==> src/common/mem_defines.svh <==
`ifndef MEM_DEFINES_SVH
`define MEM_DEFINES_SVH

// Memory port geometry
`define MEM_ADDR_W      32
`define MEM_DATA_W      32

// Words per cache line, one AXI beat each
`define MEM_LINE_WORDS  4

// Transaction ID width on all AXI channels
`define MEM_ID_W        4

`endif

==> src/common/mem_pkg.sv <==
`include "mem_defines.svh"

package mem_pkg;

    typedef enum logic [1:0] {
        BURST_FIXED = 2'b00,
        BURST_INCR  = 2'b01,
        BURST_WRAP  = 2'b10
    } axi_burst_e;

    typedef enum logic [1:0] {
        RESP_OKAY   = 2'b00,
        RESP_EXOKAY = 2'b01,
        RESP_SLVERR = 2'b10,
        RESP_DECERR = 2'b11
    } axi_resp_e;

    ////////////////////////////////////////
    // Channel payloads
    ////////////////////////////////////////

    // Shared by AW and AR
    typedef struct packed {
        logic [`MEM_ID_W-1:0]   id;
        logic [`MEM_ADDR_W-1:0] addr;
        logic [3:0]             len;
        logic [2:0]             size;
        axi_burst_e             burst;
    } axi_addr_t;

    typedef struct packed {
        logic [`MEM_DATA_W-1:0]   data;
        logic [`MEM_DATA_W/8-1:0] strb;
        logic                     last;
    } axi_wdata_t;

    typedef struct packed {
        logic [`MEM_ID_W-1:0] id;
        axi_resp_e            resp;
    } axi_bresp_t;

    typedef struct packed {
        logic [`MEM_ID_W-1:0]   id;
        logic [`MEM_DATA_W-1:0] data;
        axi_resp_e              resp;
        logic                   last;
    } axi_rdata_t;

    ////////////////////////////////////////
    // Client side
    ////////////////////////////////////////

    // Word 0 sits at the line base address
    typedef logic [`MEM_LINE_WORDS-1:0][`MEM_DATA_W-1:0] line_t;

    typedef struct packed {
        logic                   write;
        logic [`MEM_ADDR_W-1:0] addr;
        line_t                  wline;
    } mem_cmd_t;

endpackage

==> src/common/axi_chan_if.sv <==
`timescale 1ns/1ns

// Master modport is the AXI master side of the channel in every case,
// so for B and R it receives the payload and drives ready

interface axi_addr_if import mem_pkg::*; ();
    axi_addr_t data;
    logic      valid;
    logic      ready;

    modport master (output data, output valid, input ready);
    modport slave  (input data, input valid, output ready);
endinterface

interface axi_wdata_if import mem_pkg::*; ();
    axi_wdata_t data;
    logic       valid;
    logic       ready;

    modport master (output data, output valid, input ready);
    modport slave  (input data, input valid, output ready);
endinterface

interface axi_bresp_if import mem_pkg::*; ();
    axi_bresp_t data;
    logic       valid;
    logic       ready;

    modport master (input data, input valid, output ready);
    modport slave  (output data, output valid, input ready);
endinterface

interface axi_rdata_if import mem_pkg::*; ();
    axi_rdata_t data;
    logic       valid;
    logic       ready;

    modport master (input data, input valid, output ready);
    modport slave  (output data, output valid, input ready);
endinterface

==> src/axi_bridge/axi_reg_slice.sv <==
`timescale 1ns/1ns

// Two-entry skid buffer, both directions registered
module axi_reg_slice #(
    parameter type payload_t = logic
) (
    input  logic     clk,
    input  logic     arst_n,
    input  payload_t in_data,
    input  logic     in_valid,
    output logic     in_ready,
    output payload_t out_data,
    output logic     out_valid,
    input  logic     out_ready
);

    payload_t skid_data;
    logic     skid_valid;
    logic     rdy_en;
    logic     out_free;

    // Ready comes only from flops; held low until the first edge after reset
    assign in_ready = rdy_en & ~skid_valid;
    assign out_free = ~out_valid | out_ready;

    always_ff @(posedge clk or negedge arst_n) begin
        if (!arst_n) begin
            rdy_en     <= 1'b0;
            out_valid  <= 1'b0;
            skid_valid <= 1'b0;
        end else begin
            rdy_en <= 1'b1;
            if (out_free) begin
                // Drain the skid entry first, else pass the input through
                out_valid  <= skid_valid | (in_valid & in_ready);
                skid_valid <= 1'b0;
            end else if (in_valid && in_ready) begin
                skid_valid <= 1'b1;
            end
        end
    end

    always_ff @(posedge clk) begin
        if (out_free) begin
            out_data <= skid_valid ? skid_data : in_data;
        end else if (in_ready) begin
            skid_data <= in_data;
        end
    end

endmodule

==> src/axi_bridge/axi_port_bridge.sv <==
`timescale 1ns/1ns
`include "mem_defines.svh"

module axi_port_bridge import mem_pkg::*; (
    input  logic                     clk,
    input  logic                     arst_n,

    axi_addr_if.slave                aw,
    axi_wdata_if.slave               w,
    axi_bresp_if.slave               b,
    axi_addr_if.slave                ar,
    axi_rdata_if.slave               r,

    output logic [`MEM_ID_W-1:0]     s_axi_awid,
    output logic [`MEM_ADDR_W-1:0]   s_axi_awaddr,
    output logic [7:0]               s_axi_awlen,
    output logic [2:0]               s_axi_awsize,
    output logic [1:0]               s_axi_awburst,
    output logic                     s_axi_awvalid,
    input  logic                     s_axi_awready,

    output logic [`MEM_DATA_W-1:0]   s_axi_wdata,
    output logic [`MEM_DATA_W/8-1:0] s_axi_wstrb,
    output logic                     s_axi_wlast,
    output logic                     s_axi_wvalid,
    input  logic                     s_axi_wready,

    input  logic [`MEM_ID_W-1:0]     s_axi_bid,
    input  logic [1:0]               s_axi_bresp,
    input  logic                     s_axi_bvalid,
    output logic                     s_axi_bready,

    output logic [`MEM_ID_W-1:0]     s_axi_arid,
    output logic [`MEM_ADDR_W-1:0]   s_axi_araddr,
    output logic [7:0]               s_axi_arlen,
    output logic [2:0]               s_axi_arsize,
    output logic [1:0]               s_axi_arburst,
    output logic                     s_axi_arvalid,
    input  logic                     s_axi_arready,

    input  logic [`MEM_ID_W-1:0]     s_axi_rid,
    input  logic [`MEM_DATA_W-1:0]   s_axi_rdata,
    input  logic [1:0]               s_axi_rresp,
    input  logic                     s_axi_rlast,
    input  logic                     s_axi_rvalid,
    output logic                     s_axi_rready
);

    axi_addr_t  aw_q;
    axi_addr_t  ar_q;
    axi_wdata_t w_q;
    axi_bresp_t b_in;
    axi_rdata_t r_in;

    ////////////////////////////////////////
    // Outbound channels
    ////////////////////////////////////////

    axi_reg_slice #(.payload_t(axi_addr_t)) u_aw_slice (
        .clk, .arst_n,
        .in_data   (aw.data),
        .in_valid  (aw.valid),
        .in_ready  (aw.ready),
        .out_data  (aw_q),
        .out_valid (s_axi_awvalid),
        .out_ready (s_axi_awready)
    );

    // Length widened to AXI4 with zero upper bits
    assign s_axi_awid    = aw_q.id;
    assign s_axi_awaddr  = aw_q.addr;
    assign s_axi_awlen   = {4'h0, aw_q.len};
    assign s_axi_awsize  = aw_q.size;
    assign s_axi_awburst = aw_q.burst;

    axi_reg_slice #(.payload_t(axi_wdata_t)) u_w_slice (
        .clk, .arst_n,
        .in_data   (w.data),
        .in_valid  (w.valid),
        .in_ready  (w.ready),
        .out_data  (w_q),
        .out_valid (s_axi_wvalid),
        .out_ready (s_axi_wready)
    );

    assign s_axi_wdata = w_q.data;
    assign s_axi_wstrb = w_q.strb;
    assign s_axi_wlast = w_q.last;

    axi_reg_slice #(.payload_t(axi_addr_t)) u_ar_slice (
        .clk, .arst_n,
        .in_data   (ar.data),
        .in_valid  (ar.valid),
        .in_ready  (ar.ready),
        .out_data  (ar_q),
        .out_valid (s_axi_arvalid),
        .out_ready (s_axi_arready)
    );

    assign s_axi_arid    = ar_q.id;
    assign s_axi_araddr  = ar_q.addr;
    assign s_axi_arlen   = {4'h0, ar_q.len};
    assign s_axi_arsize  = ar_q.size;
    assign s_axi_arburst = ar_q.burst;

    ////////////////////////////////////////
    // Inbound channels
    ////////////////////////////////////////

    assign b_in = '{id: s_axi_bid, resp: axi_resp_e'(s_axi_bresp)};

    axi_reg_slice #(.payload_t(axi_bresp_t)) u_b_slice (
        .clk, .arst_n,
        .in_data   (b_in),
        .in_valid  (s_axi_bvalid),
        .in_ready  (s_axi_bready),
        .out_data  (b.data),
        .out_valid (b.valid),
        .out_ready (b.ready)
    );

    assign r_in = '{
        id:   s_axi_rid,
        data: s_axi_rdata,
        resp: axi_resp_e'(s_axi_rresp),
        last: s_axi_rlast
    };

    axi_reg_slice #(.payload_t(axi_rdata_t)) u_r_slice (
        .clk, .arst_n,
        .in_data   (r_in),
        .in_valid  (s_axi_rvalid),
        .in_ready  (s_axi_rready),
        .out_data  (r.data),
        .out_valid (r.valid),
        .out_ready (r.ready)
    );

endmodule

==> src/line_engine/line_xfer_engine.sv <==
`timescale 1ns/1ns
`include "mem_defines.svh"

module line_xfer_engine import mem_pkg::*; (
    input  logic                   clk,
    input  logic                   arst_n,

    input  logic                   cmd_valid,
    output logic                   cmd_ready,
    input  logic                   cmd_write,
    input  logic [`MEM_ADDR_W-1:0] cmd_addr,
    input  line_t                  cmd_wline,

    output logic                   rsp_valid,
    output logic                   rsp_err,
    output line_t                  rsp_rline,

    axi_addr_if.master             aw,
    axi_wdata_if.master            w,
    axi_bresp_if.master            b,
    axi_addr_if.master             ar,
    axi_rdata_if.master            r
);

    localparam int BEAT_W = $clog2(`MEM_LINE_WORDS);
    localparam int OFS_W  = $clog2(`MEM_LINE_WORDS * `MEM_DATA_W / 8);
    localparam logic [BEAT_W-1:0] LAST_BEAT = BEAT_W'(`MEM_LINE_WORDS - 1);

    typedef enum logic [2:0] {
        S_IDLE,
        S_WRITE,
        S_BRESP,
        S_RADDR,
        S_RDATA
    } state_e;

    state_e               state;
    mem_cmd_t             cmd_q;
    logic [`MEM_ID_W-1:0] id_q;
    logic [BEAT_W-1:0]    beat_q;
    logic                 aw_done;
    logic                 w_done;
    logic                 err_q;
    line_t                rline_q;
    axi_addr_t            line_req;
    logic                 cmd_hs, aw_hs, w_hs, b_hs, ar_hs, r_hs;
    logic                 b_bad, r_bad;

    assign cmd_hs = cmd_valid & cmd_ready;
    assign aw_hs  = aw.valid & aw.ready;
    assign w_hs   = w.valid & w.ready;
    assign b_hs   = b.valid & b.ready;
    assign ar_hs  = ar.valid & ar.ready;
    assign r_hs   = r.valid & r.ready;

    ////////////////////////////////////////
    // Channel drive
    ////////////////////////////////////////

    // One full INCR line burst, base aligned to the line
    assign line_req = '{
        id:    id_q,
        addr:  {cmd_q.addr[`MEM_ADDR_W-1:OFS_W], OFS_W'(0)},
        len:   4'(`MEM_LINE_WORDS - 1),
        size:  3'($clog2(`MEM_DATA_W / 8)),
        burst: BURST_INCR
    };

    assign cmd_ready = (state == S_IDLE);

    assign aw.data  = line_req;
    assign aw.valid = (state == S_WRITE) && !aw_done;
    assign ar.data  = line_req;
    assign ar.valid = (state == S_RADDR);

    assign w.data  = '{data: cmd_q.wline[beat_q], strb: '1, last: beat_q == LAST_BEAT};
    assign w.valid = (state == S_WRITE) && !w_done;

    assign b.ready = (state == S_BRESP);
    assign r.ready = (state == S_RDATA);

    // Wrong ID, non-OKAY response or misplaced last
    assign b_bad = (b.data.id != id_q) || (b.data.resp != RESP_OKAY);
    assign r_bad = (r.data.id != id_q) || (r.data.resp != RESP_OKAY) ||
                   (r.data.last != (beat_q == LAST_BEAT));

    assign rsp_rline = rline_q;

    ////////////////////////////////////////
    // Command FSM
    ////////////////////////////////////////

    always_ff @(posedge clk or negedge arst_n) begin
        if (!arst_n) begin
            state     <= S_IDLE;
            id_q      <= '0;
            beat_q    <= '0;
            aw_done   <= 1'b0;
            w_done    <= 1'b0;
            err_q     <= 1'b0;
            rsp_valid <= 1'b0;
            rsp_err   <= 1'b0;
        end else begin
            rsp_valid <= 1'b0;
            case (state)
                S_IDLE: begin
                    if (cmd_hs) begin
                        id_q    <= id_q + 1'b1;
                        beat_q  <= '0;
                        aw_done <= 1'b0;
                        w_done  <= 1'b0;
                        err_q   <= 1'b0;
                        state   <= cmd_write ? S_WRITE : S_RADDR;
                    end
                end
                S_WRITE: begin
                    // Address and data run independently
                    if (aw_hs) begin
                        aw_done <= 1'b1;
                    end
                    if (w_hs) begin
                        beat_q <= beat_q + 1'b1;
                        if (w.data.last) begin
                            w_done <= 1'b1;
                        end
                    end
                    if ((aw_done || aw_hs) && (w_done || (w_hs && w.data.last))) begin
                        state <= S_BRESP;
                    end
                end
                S_BRESP: begin
                    if (b_hs) begin
                        rsp_valid <= 1'b1;
                        rsp_err   <= b_bad;
                        state     <= S_IDLE;
                    end
                end
                S_RADDR: begin
                    if (ar_hs) begin
                        state <= S_RDATA;
                    end
                end
                S_RDATA: begin
                    if (r_hs) begin
                        beat_q <= beat_q + 1'b1;
                        err_q  <= err_q | r_bad;
                        if (r.data.last) begin
                            rsp_valid <= 1'b1;
                            rsp_err   <= err_q | r_bad;
                            state     <= S_IDLE;
                        end
                    end
                end
                default: state <= S_IDLE;
            endcase
        end
    end

    // Command and read line storage
    always_ff @(posedge clk) begin
        if (cmd_hs) begin
            cmd_q <= '{write: cmd_write, addr: cmd_addr, wline: cmd_wline};
        end
        if (r_hs) begin
            rline_q[beat_q] <= r.data.data;
        end
    end

endmodule

==> src/logic/mem_subsys_top.sv <==
`timescale 1ns/1ns
`include "mem_defines.svh"

module mem_subsys_top import mem_pkg::*; (
    input  logic                     clk,
    input  logic                     arst_n,

    // Client command and response
    input  logic                     cmd_valid,
    output logic                     cmd_ready,
    input  logic                     cmd_write,
    input  logic [`MEM_ADDR_W-1:0]   cmd_addr,
    input  line_t                    cmd_wline,
    output logic                     rsp_valid,
    output logic                     rsp_err,
    output line_t                    rsp_rline,

    // AXI4 toward the block-RAM controller
    output logic [`MEM_ID_W-1:0]     s_axi_awid,
    output logic [`MEM_ADDR_W-1:0]   s_axi_awaddr,
    output logic [7:0]               s_axi_awlen,
    output logic [2:0]               s_axi_awsize,
    output logic [1:0]               s_axi_awburst,
    output logic                     s_axi_awvalid,
    input  logic                     s_axi_awready,

    output logic [`MEM_DATA_W-1:0]   s_axi_wdata,
    output logic [`MEM_DATA_W/8-1:0] s_axi_wstrb,
    output logic                     s_axi_wlast,
    output logic                     s_axi_wvalid,
    input  logic                     s_axi_wready,

    input  logic [`MEM_ID_W-1:0]     s_axi_bid,
    input  logic [1:0]               s_axi_bresp,
    input  logic                     s_axi_bvalid,
    output logic                     s_axi_bready,

    output logic [`MEM_ID_W-1:0]     s_axi_arid,
    output logic [`MEM_ADDR_W-1:0]   s_axi_araddr,
    output logic [7:0]               s_axi_arlen,
    output logic [2:0]               s_axi_arsize,
    output logic [1:0]               s_axi_arburst,
    output logic                     s_axi_arvalid,
    input  logic                     s_axi_arready,

    input  logic [`MEM_ID_W-1:0]     s_axi_rid,
    input  logic [`MEM_DATA_W-1:0]   s_axi_rdata,
    input  logic [1:0]               s_axi_rresp,
    input  logic                     s_axi_rlast,
    input  logic                     s_axi_rvalid,
    output logic                     s_axi_rready
);

    // Internal channels between engine and bridge
    axi_addr_if  aw ();
    axi_wdata_if w ();
    axi_bresp_if b ();
    axi_addr_if  ar ();
    axi_rdata_if r ();

    line_xfer_engine u_engine (
        .clk       (clk),
        .arst_n    (arst_n),
        .cmd_valid (cmd_valid),
        .cmd_ready (cmd_ready),
        .cmd_write (cmd_write),
        .cmd_addr  (cmd_addr),
        .cmd_wline (cmd_wline),
        .rsp_valid (rsp_valid),
        .rsp_err   (rsp_err),
        .rsp_rline (rsp_rline),
        .aw        (aw.master),
        .w         (w.master),
        .b         (b.master),
        .ar        (ar.master),
        .r         (r.master)
    );

    // Flat AXI4 ports share names with the bridge ports
    axi_port_bridge u_bridge (
        .aw (aw.slave),
        .w  (w.slave),
        .b  (b.slave),
        .ar (ar.slave),
        .r  (r.slave),
        .*
    );

endmodule

==> config.mk <==
export PLATFORM = sky130hd
export DESIGN_NAME = mem_subsys_top
export DESIGN_NICKNAME = d
export VERILOG_FILES = /design/src/common/mem_pkg.sv /design/src/common/axi_chan_if.sv /design/src/axi_bridge/axi_reg_slice.sv /design/src/axi_bridge/axi_port_bridge.sv /design/src/line_engine/line_xfer_engine.sv /design/src/logic/mem_subsys_top.sv
export VERILOG_INCLUDE_DIRS = /design/src /design/src/common
export SDC_FILE = /design/constraint.sdc
export NUM_CORES = 1
export LEC_CHECK = 0
export BUFFER_PORTS_ARGS = -buffer_cell sky130_fd_sc_hd__buf_2
export CAP_MARGIN = 20
export CORE_AREA = 10 10 222 224
export CTS_CLUSTER_DIAMETER = 100
export DETAILED_ROUTE_END_ITERATION = 10
export DIE_AREA = 0 0 232 234
export HOLD_SLACK_MARGIN = 0.12
export PLACE_DENSITY = 0.79
export SLEW_MARGIN = 20
export SYNTH_ARGS = -nofsm -noshare
export SYNTH_HDL_FRONTEND = slang
export SYNTH_HIERARCHICAL = 1
export SYNTH_SLANG_ARGS = --single-unit
==> constraint.sdc <==
create_clock -name clk -period 5.28 [get_ports clk]
set_input_delay 0.264 -clock clk [delete_from_list [all_inputs] [get_ports clk]]
set_output_delay 0.264 -clock clk [all_outputs]
set_load 0.02 [all_outputs]
==> metrics.yaml, run 1 <==
status: "completed"
drive_gt1_share_pct: 44.66
end_kind: "flop"
fin_cells: 2429
synth_top_family_by_area: "multiplexers"
tns_ps: 0
pin_count: 485
path_max_fanout: 83
fin_crit_ps: 2682
antenna_found_initial: 6
grt_pass1_vias: 13630
clkTransAtPathRegs_ps: 60
area_delta_synth_final_pct: 27.60
route.detailed.drc: 0
seq_area_um2: 19590
grt_use_total_pct: 21.58
vias: 12640
synthCells: 1106
synth_flop_cell: "edfxtp_1"
yosysTopAreaCellShare_pct: 77.75
clock-sinks: 657
die_area_um2: 54290
portBuffers: 472
rrSetupSlack_ps: 2600
clk_latency_ps: 580
design_area_um2: 30950
pre_cts_ws_ps: 2616
gp_congestion: 0.8008
synth_area_leaders: "edfxtp_1 78%, mux2_2 4.6%, mux2_4 4.5%"
fp.dieW_um: 232
hp-class: "primary input to asynchronous set/reset pin"
rsz0062_at_grt: "no"
vias_per_cell: 5.204
hpwl_um: 35160
irDropWorstVdd_mv: 0.3895
synth_compound_area_share_pct: 0.7634
synth-seq-cells: 657
synth_most_common_cell: "edfxtp_1"
synthMuxAreaShare_pct: 12.17
setup_ws_ps: 2598
netlist_top_cells_count: "628 x edfxtp_1, 100 x buf_4, 99 x mux2_2, 73 x mux2_4, 32 x mux4_2"
firstDrtPassIters: 5
max_freq_ghz: 0.3728
synth-edff-count: 628
initial_core_util_pct: 54.03
powerDensity_nw_per_um2: 483.3
worstPathRequired_ps: 5490
worstSetupStartpoint: "u_engine/state[0]"
reg2reg_from: "u_engine/state[0]"
worst_pin_slew_ps: 1000
clockBufferDepth: 3
synthDistinctLibCells: 48
die_y_um: 234
post_cts_buffers: 0
wirelength_um: 59120
cts_buffers: 66
grt_overflow_total: 0
worstPathArrival_ps: 2900
fin_crit_sh_pct: 50.80
nets: 1994
drv_slew: 0
root_buffer: "clkbuf_16"
synth_area_per_cell_um2: 21.93
placementRows: 78
slew_headroom_pct: 33.33
setup_viol: 0
yosys_warnings: 6
p_total_mw: 14.96
placed_cells: 2101
nFillCells: 2740
r2r_cells: 4
p_leak_nw: 11.67
path_class: "flop to flop"
clock_skew_ps: 14.37
worstSetupStartpointType: "flop"
grt_pass1_wl_um: 86910
synth_adder_area_share_pct: 0.2579
r2r-end: "u_engine/cmd_q[41]"
synth_xor_area_share_pct: 0.3250
synth_top_area_cell: "edfxtp_1"
place_area_um2: 26720
hold_viol_final: 0
ant_nets: 0
wl_per_cell_um: 24.34
ys_seq_area_share_pct: 80.74
grt_max_degree: 84
synthSimpleGateAreaFrac_pct: 1.372
core_area_um2: 44890
ctsHtreeMaxLevel: 3
cap_violations: 0
multiInputGateArea_um2: 3822
netlist_area_um2: 24260
cts_tree: "done"
first_iter_violations: 1033
async_flop_share_pct: 4.414
metal layers:
metal	part of all wire, %	wire (µm)	global-route usage [%]
met5	0.058	34	0
met4	2.7	1593	8.046
met3	7.8	4636	5.741
met2	54	31910	38.53
met1	35	20940	24.55
flip-flops by register name, indices dropped and copies added, names as in the netlist, 2 cells and up:
signal                         count
u_bridge/u_w_slice/skid_data      37
u_bridge/u_ar_slice/skid_data     45
u_bridge/u_aw_slice/skid_data     45
u_bridge/u_r_slice/out_data       39
u_engine/id_q                      4
u_bridge/u_b_slice/out_data        6
u_engine/cmd_q                   128
u_bridge/u_r_slice/skid_data      39
u_engine/state                     3
u_engine/beat_q                    2
u_bridge/u_w_slice/out_data       37
u_bridge/u_ar_slice/out_data      45
u_bridge/u_aw_slice/out_data      45
u_engine/ar.data                  28
u_bridge/u_b_slice/skid_data       6
u_engine/rsp_rline               128
where the power goes:
group          total [mW]  internal, mW  switching [mW]  leakage, nW
sequential           7.46          6.92           0.540         6.24
clock                4.65          2.72            1.93         1.06
combinational        2.85          1.20            1.66         4.38
stage by stage:
step | utilization (%) | hold WS (ps)
3_3_place_gp | 59.40 | 385.7
6_report | 68.94 | 343.4
5_1_grt | 68.93 | 367.7
3_5_place_dp | 59.52 | 390.8
4_1_cts | 68.91 | 346.4
2_1_floorplan | - | -31.59
final cells by class:
type | count | share of cell area, %
clock buffers | 82 | 5.939
flip-flops and latches | 657 | 63.30
well taps | 600 | 2.426
repair buffers | 693 | 14.79
multi-input cells | 346 | 12.35
diodes | 4 | 0.03234
clock inverters | 36 | 1.019
inverters | 11 | 0.1496
worst max-delay path, cell delays in order (launching register included):
cell and delay [ps]:
dfrtp_1 520, nor3_1 320, nand2_2 200, inv_6 610, buf_4 620
logic make-up (layout without fill, tap and decap cells):
family / after synthesis / count (layout)
flip-flops: 657 / 657
XOR/XNOR: 9 / 9
AO/OA/AOI/OAI: 24 / 24
multiplexers: 206 / 206
adder cells (fa/ha/maj): 5 / 5
AND/OR/NAND/NOR: 59 / 59
other: 8 / 47
buffers and inverters: 138 / 822
how the worst max path moves through the flow:
stage	end	depth (start not counted)	slack, ps
6_report	u_engine/cmd_q[41]	4	2600
5_1_grt	u_engine/cmd_q[41]	4	2400
4_1_cts	u_engine/cmd_q[41]	4	2590
3_5_place_dp	u_engine/cmd_q[73]	4	2620
3_3_place_gp	u_bridge/u_w_slice/skid_data[17]	3	2510
2_1_floorplan	u_bridge/u_aw_slice/skid_data[0]	2	1140
placed cells by master (no fill, tap or decap), types with 3 or more instances in the layout:
| cell | instances |
|---|---|
| edfxtp_1 | 628 |
| buf_2 | 472 |
| dlygate4sd3_1 | 206 |
| mux2_2 | 99 |
| mux2_4 | 73 |
| clkbuf_16 | 71 |
| conb_1 | 43 |
| mux4_2 | 32 |
| dfrtp_1 | 24 |
| clkinv_2 | 15 |
| nand2_1 | 13 |
| buf_4 | 13 |
| nor2_1 | 10 |
| inv_1 | 10 |
| clkbuf_1 | 9 |
| clkinv_1 | 9 |
| xnor2_1 | 8 |
| a21oi_1 | 7 |
| bufinv_16 | 5 |
| nor2b_1 | 5 |
| nor2b_4 | 5 |
| dfrtp_2 | 5 |
| nor3_1 | 5 |
| ha_1 | 5 |
| diode_2 | 4 |
| clkinvlp_4 | 4 |
| nand2b_1 | 4 |
| nand2b_2 | 3 |
| and3_2 | 3 |
what timing repair did:
item | CTS | global route
resized for setup | 0 | 0
hold buffers | 206 | 0
hold endpoints to repair | 284 | 0
No activity file was read; power rests on OpenSTA's default activity.
==> inputs of run 2 (changes only) <==
Settings changed: CORE_AREA 10 10 222 224 to 10 10 232 234, DIE_AREA 0 0 232 234 to 0 0 242 244, PLACE_DENSITY 0.79 to 0.76.
Clock period 5.28 ns to 2.43 ns, I/O delays scaled along.
==> run 2 against run 1 <==
Compared with the run above: worst setup slack worse by 2300 ps; register-to-register slack got worse by 2300 ps; global-route usage shrank 1.6 points; combinational power up 130%; power is 120% higher; core utilization down 5.6 points; die area grew 8.8%; final cell count grew 4.2%; via count grew 1.1%; clock power is 120% higher; clock skew is 2.9 ps higher; critical path type unchanged; highest routed layer is now met4.
==> metrics.yaml, run 2 (synthesis gave the netlist of run 1 again) <==
grt_max_degree: 46  # -45%
fin_crit_ps: 2133  # -549.2 ps
grt_overflow_total: 0  # unchanged
pin_count: 485  # unchanged
setup_viol: 0  # unchanged
die_y_um: 244  # +4.3%
path_max_fanout: 15  # -82%
fp.dieW_um: 242  # +4.3%
route.detailed.drc: 0  # unchanged
antenna_found_initial: 7  # +1
nFillCells: 3284  # +20%
p_switching_mw: 9.087  # +120%
worstPathRequired_ps: 2770  # -2720 ps
clk_latency_ps: 600  # +20 ps
final_common_cell: "edfxtp_1"
vias_per_cell: 5.053  # -2.9%
die_area_um2: 59050  # +8.8%
mostFrequentLayoutCells: "628 x edfxtp_1, 472 x buf_2, 208 x dlygate4sd3_1"
worst_pin_slew_ps: 696.9  # -303.1 ps
intPower_mw: 23.59  # +120%
vias: 12790  # +1.1%
p_comb_share_pct: 20.3  # +1.2 points
wirelength_um: 60120  # +1.7%
slowest_stage: "dfrtp_2"
root_buffer: "clkbuf_16"
nets: 2020  # +1.3%
slew_headroom_pct: 53.54  # +20 points
ctsHtreeMaxLevel: 3  # unchanged
clock-sinks: 657  # unchanged
gp_congestion: 0.7920  # -1.1%
core_area_um2: 49450  # +10%
placementRows: 82  # +5.1%
worstPathArrival_ps: 2470  # -430 ps
drv_slew: 0  # unchanged
path_class: "flop to flop"
clock_skew_ps: 17.24  # +2.865 ps
worstSetupStartpoint: "u_engine/beat_q[0]"
setup_ws_ps: 297.0  # -2301 ps
clockBufferDepth: 3  # unchanged
tns_ps: 0  # unchanged
p_sw_share_pct: 27.81  # +0.25 points
grt_pass1_vias: 13880  # +1.9%
max_freq_ghz: 0.4688  # +26%
cp_cell_sequence: "buf_4 -> mux4_2 -> mux2_2"
pre_cts_ws_ps: 276.9  # -2339 ps
status: "completed"
worstSetupStartpointType: "flop"
whs_ps: 178.0  # -165.5 ps
hp-class: "primary input to asynchronous set/reset pin"
clkTransAtPathRegs_ps: 60  # about the same
end_kind: "flop"
p_leak_nw: 11.80  # +1.1%
firstDrtPassIters: 5  # unchanged
wl_per_cell_um: 23.76  # -2.4%
p_total_mw: 32.67  # +120%
critPathTopFamily: "multiplexers"
ctsResizeCount: 0  # unchanged
fin_crit_sh_pct: 87.78  # +37 points
grt_pass1_wl_um: 89120  # +2.5%
hpwl_um: 36130  # +2.8%
ant_nets: 0  # unchanged
powerDensity_nw_per_um2: 1042  # +120%
drive_gt1_share_pct: 45.03  # +0.37 points
clock_power_share_pct: 30.7  # -0.4 points
first_iter_violations: 960  # -7.1%
cap_violations: 0  # unchanged
cp_slowest_stage_delay_ps: 730  # +110 ps
irDropWorstVdd_mv: 0.7986  # +110%
rsz0062_at_grt: "no"
area_delta_synth_final_pct: 29.23
cts_buffers: 67  # +1.5%
reg2reg_from: "u_engine/beat_q[0]"
crit_buf_inv: 1  # -1
hold_viol_final: 0  # unchanged
portBuffers: 472  # unchanged
sequentialPowerShare_pct: 49.0  # -0.8 points
grt_use_total_pct: 20.01  # -1.6 points
initial_core_util_pct: 49.05  # -5.0 points
cts_tree: "done"
==> run 2: cell types whose count changed in the layout (fill, tap and decap cells not counted), sizes merged <==
cell | before | now
dlygate4sd3 | 206 | 208
clkinv | 26 | 28
clkbuf | 82 | 78
diode | 4 | 8
bufinv | 5 | 4
inv | 12 | 14
buf | 487 | 510
clkinvlp | 4 | 5
==> run 2: through the flow <==
stage          std cells  cell area, µm²  util, %
6_report            2530           31350    63.38
5_1_grt             2527           31340    63.37
4_1_cts             2521           31300    63.29
3_5_place_dp        2195           27100    54.81
3_3_place_gp        2195           27100    54.81
2_1_floorplan       1141           24440        -
==> run 2: layout make-up <==
cell class | instances | area [µm²] | share of cell area (%)
antenna | 8 | 20.02 | 0.06387
clock buffer | 78 | 1803 | 5.752
clock inverter | 40 | 307.8 | 0.9820
inverter | 11 | 53.80 | 0.1716
multi-input combinational | 346 | 3817 | 12.18
sequential | 657 | 19590 | 62.50
tap | 672 | 840.8 | 2.682
timing repair buffer | 718 | 4912 | 15.67
==> run 2: final timing paths <==
kind	end	slack, ps	cells after the start
worst max-delay path	u_bridge/u_w_slice/out_data[22]	300	3
worst min-delay path	u_bridge/u_ar_slice/rdy_en	180	2
worst max register to register	u_bridge/u_w_slice/out_data[22]	300	3
worst min register to register	u_engine/err_q	460	2
max in group asynchronous	u_bridge/u_r_slice/skid_valid	1760	2
min in group clk	u_engine/cmd_q[93]	240	2
==> run 2: power groups by stage <==
stage | clock (mW) | combinational [mW] | sequential, mW
floorplan | 0 | 3.45 | 16.8
CTS | 10.1 | 6.54 | 15.9
global route | 10.6 | 7.05 | 16.2
finish | 10.0 | 6.64 | 16.0
detailed placement | 0 | 6.23 | 16.2
global placement | 0 | 6.08 | 16.1
==> run 2: timing repair <==
item                                   CTS  global route
hold buffers                           208             0
endpoints found under the hold margin  297             0
setup buffers                            0             0
==> run 2: per-layer routing <==
| layer | wire length (µm) | track usage [%] | share of wire, % |
|---|---|---|---|
| met1 | 21820 | 22.71 | 36 |
| met2 | 32090 | 35.33 | 53 |
| met3 | 4030 | 4.938 | 6.7 |
| met4 | 2177 | 9.173 | 3.6 |
| met5 | 0 | 0 | 0 |
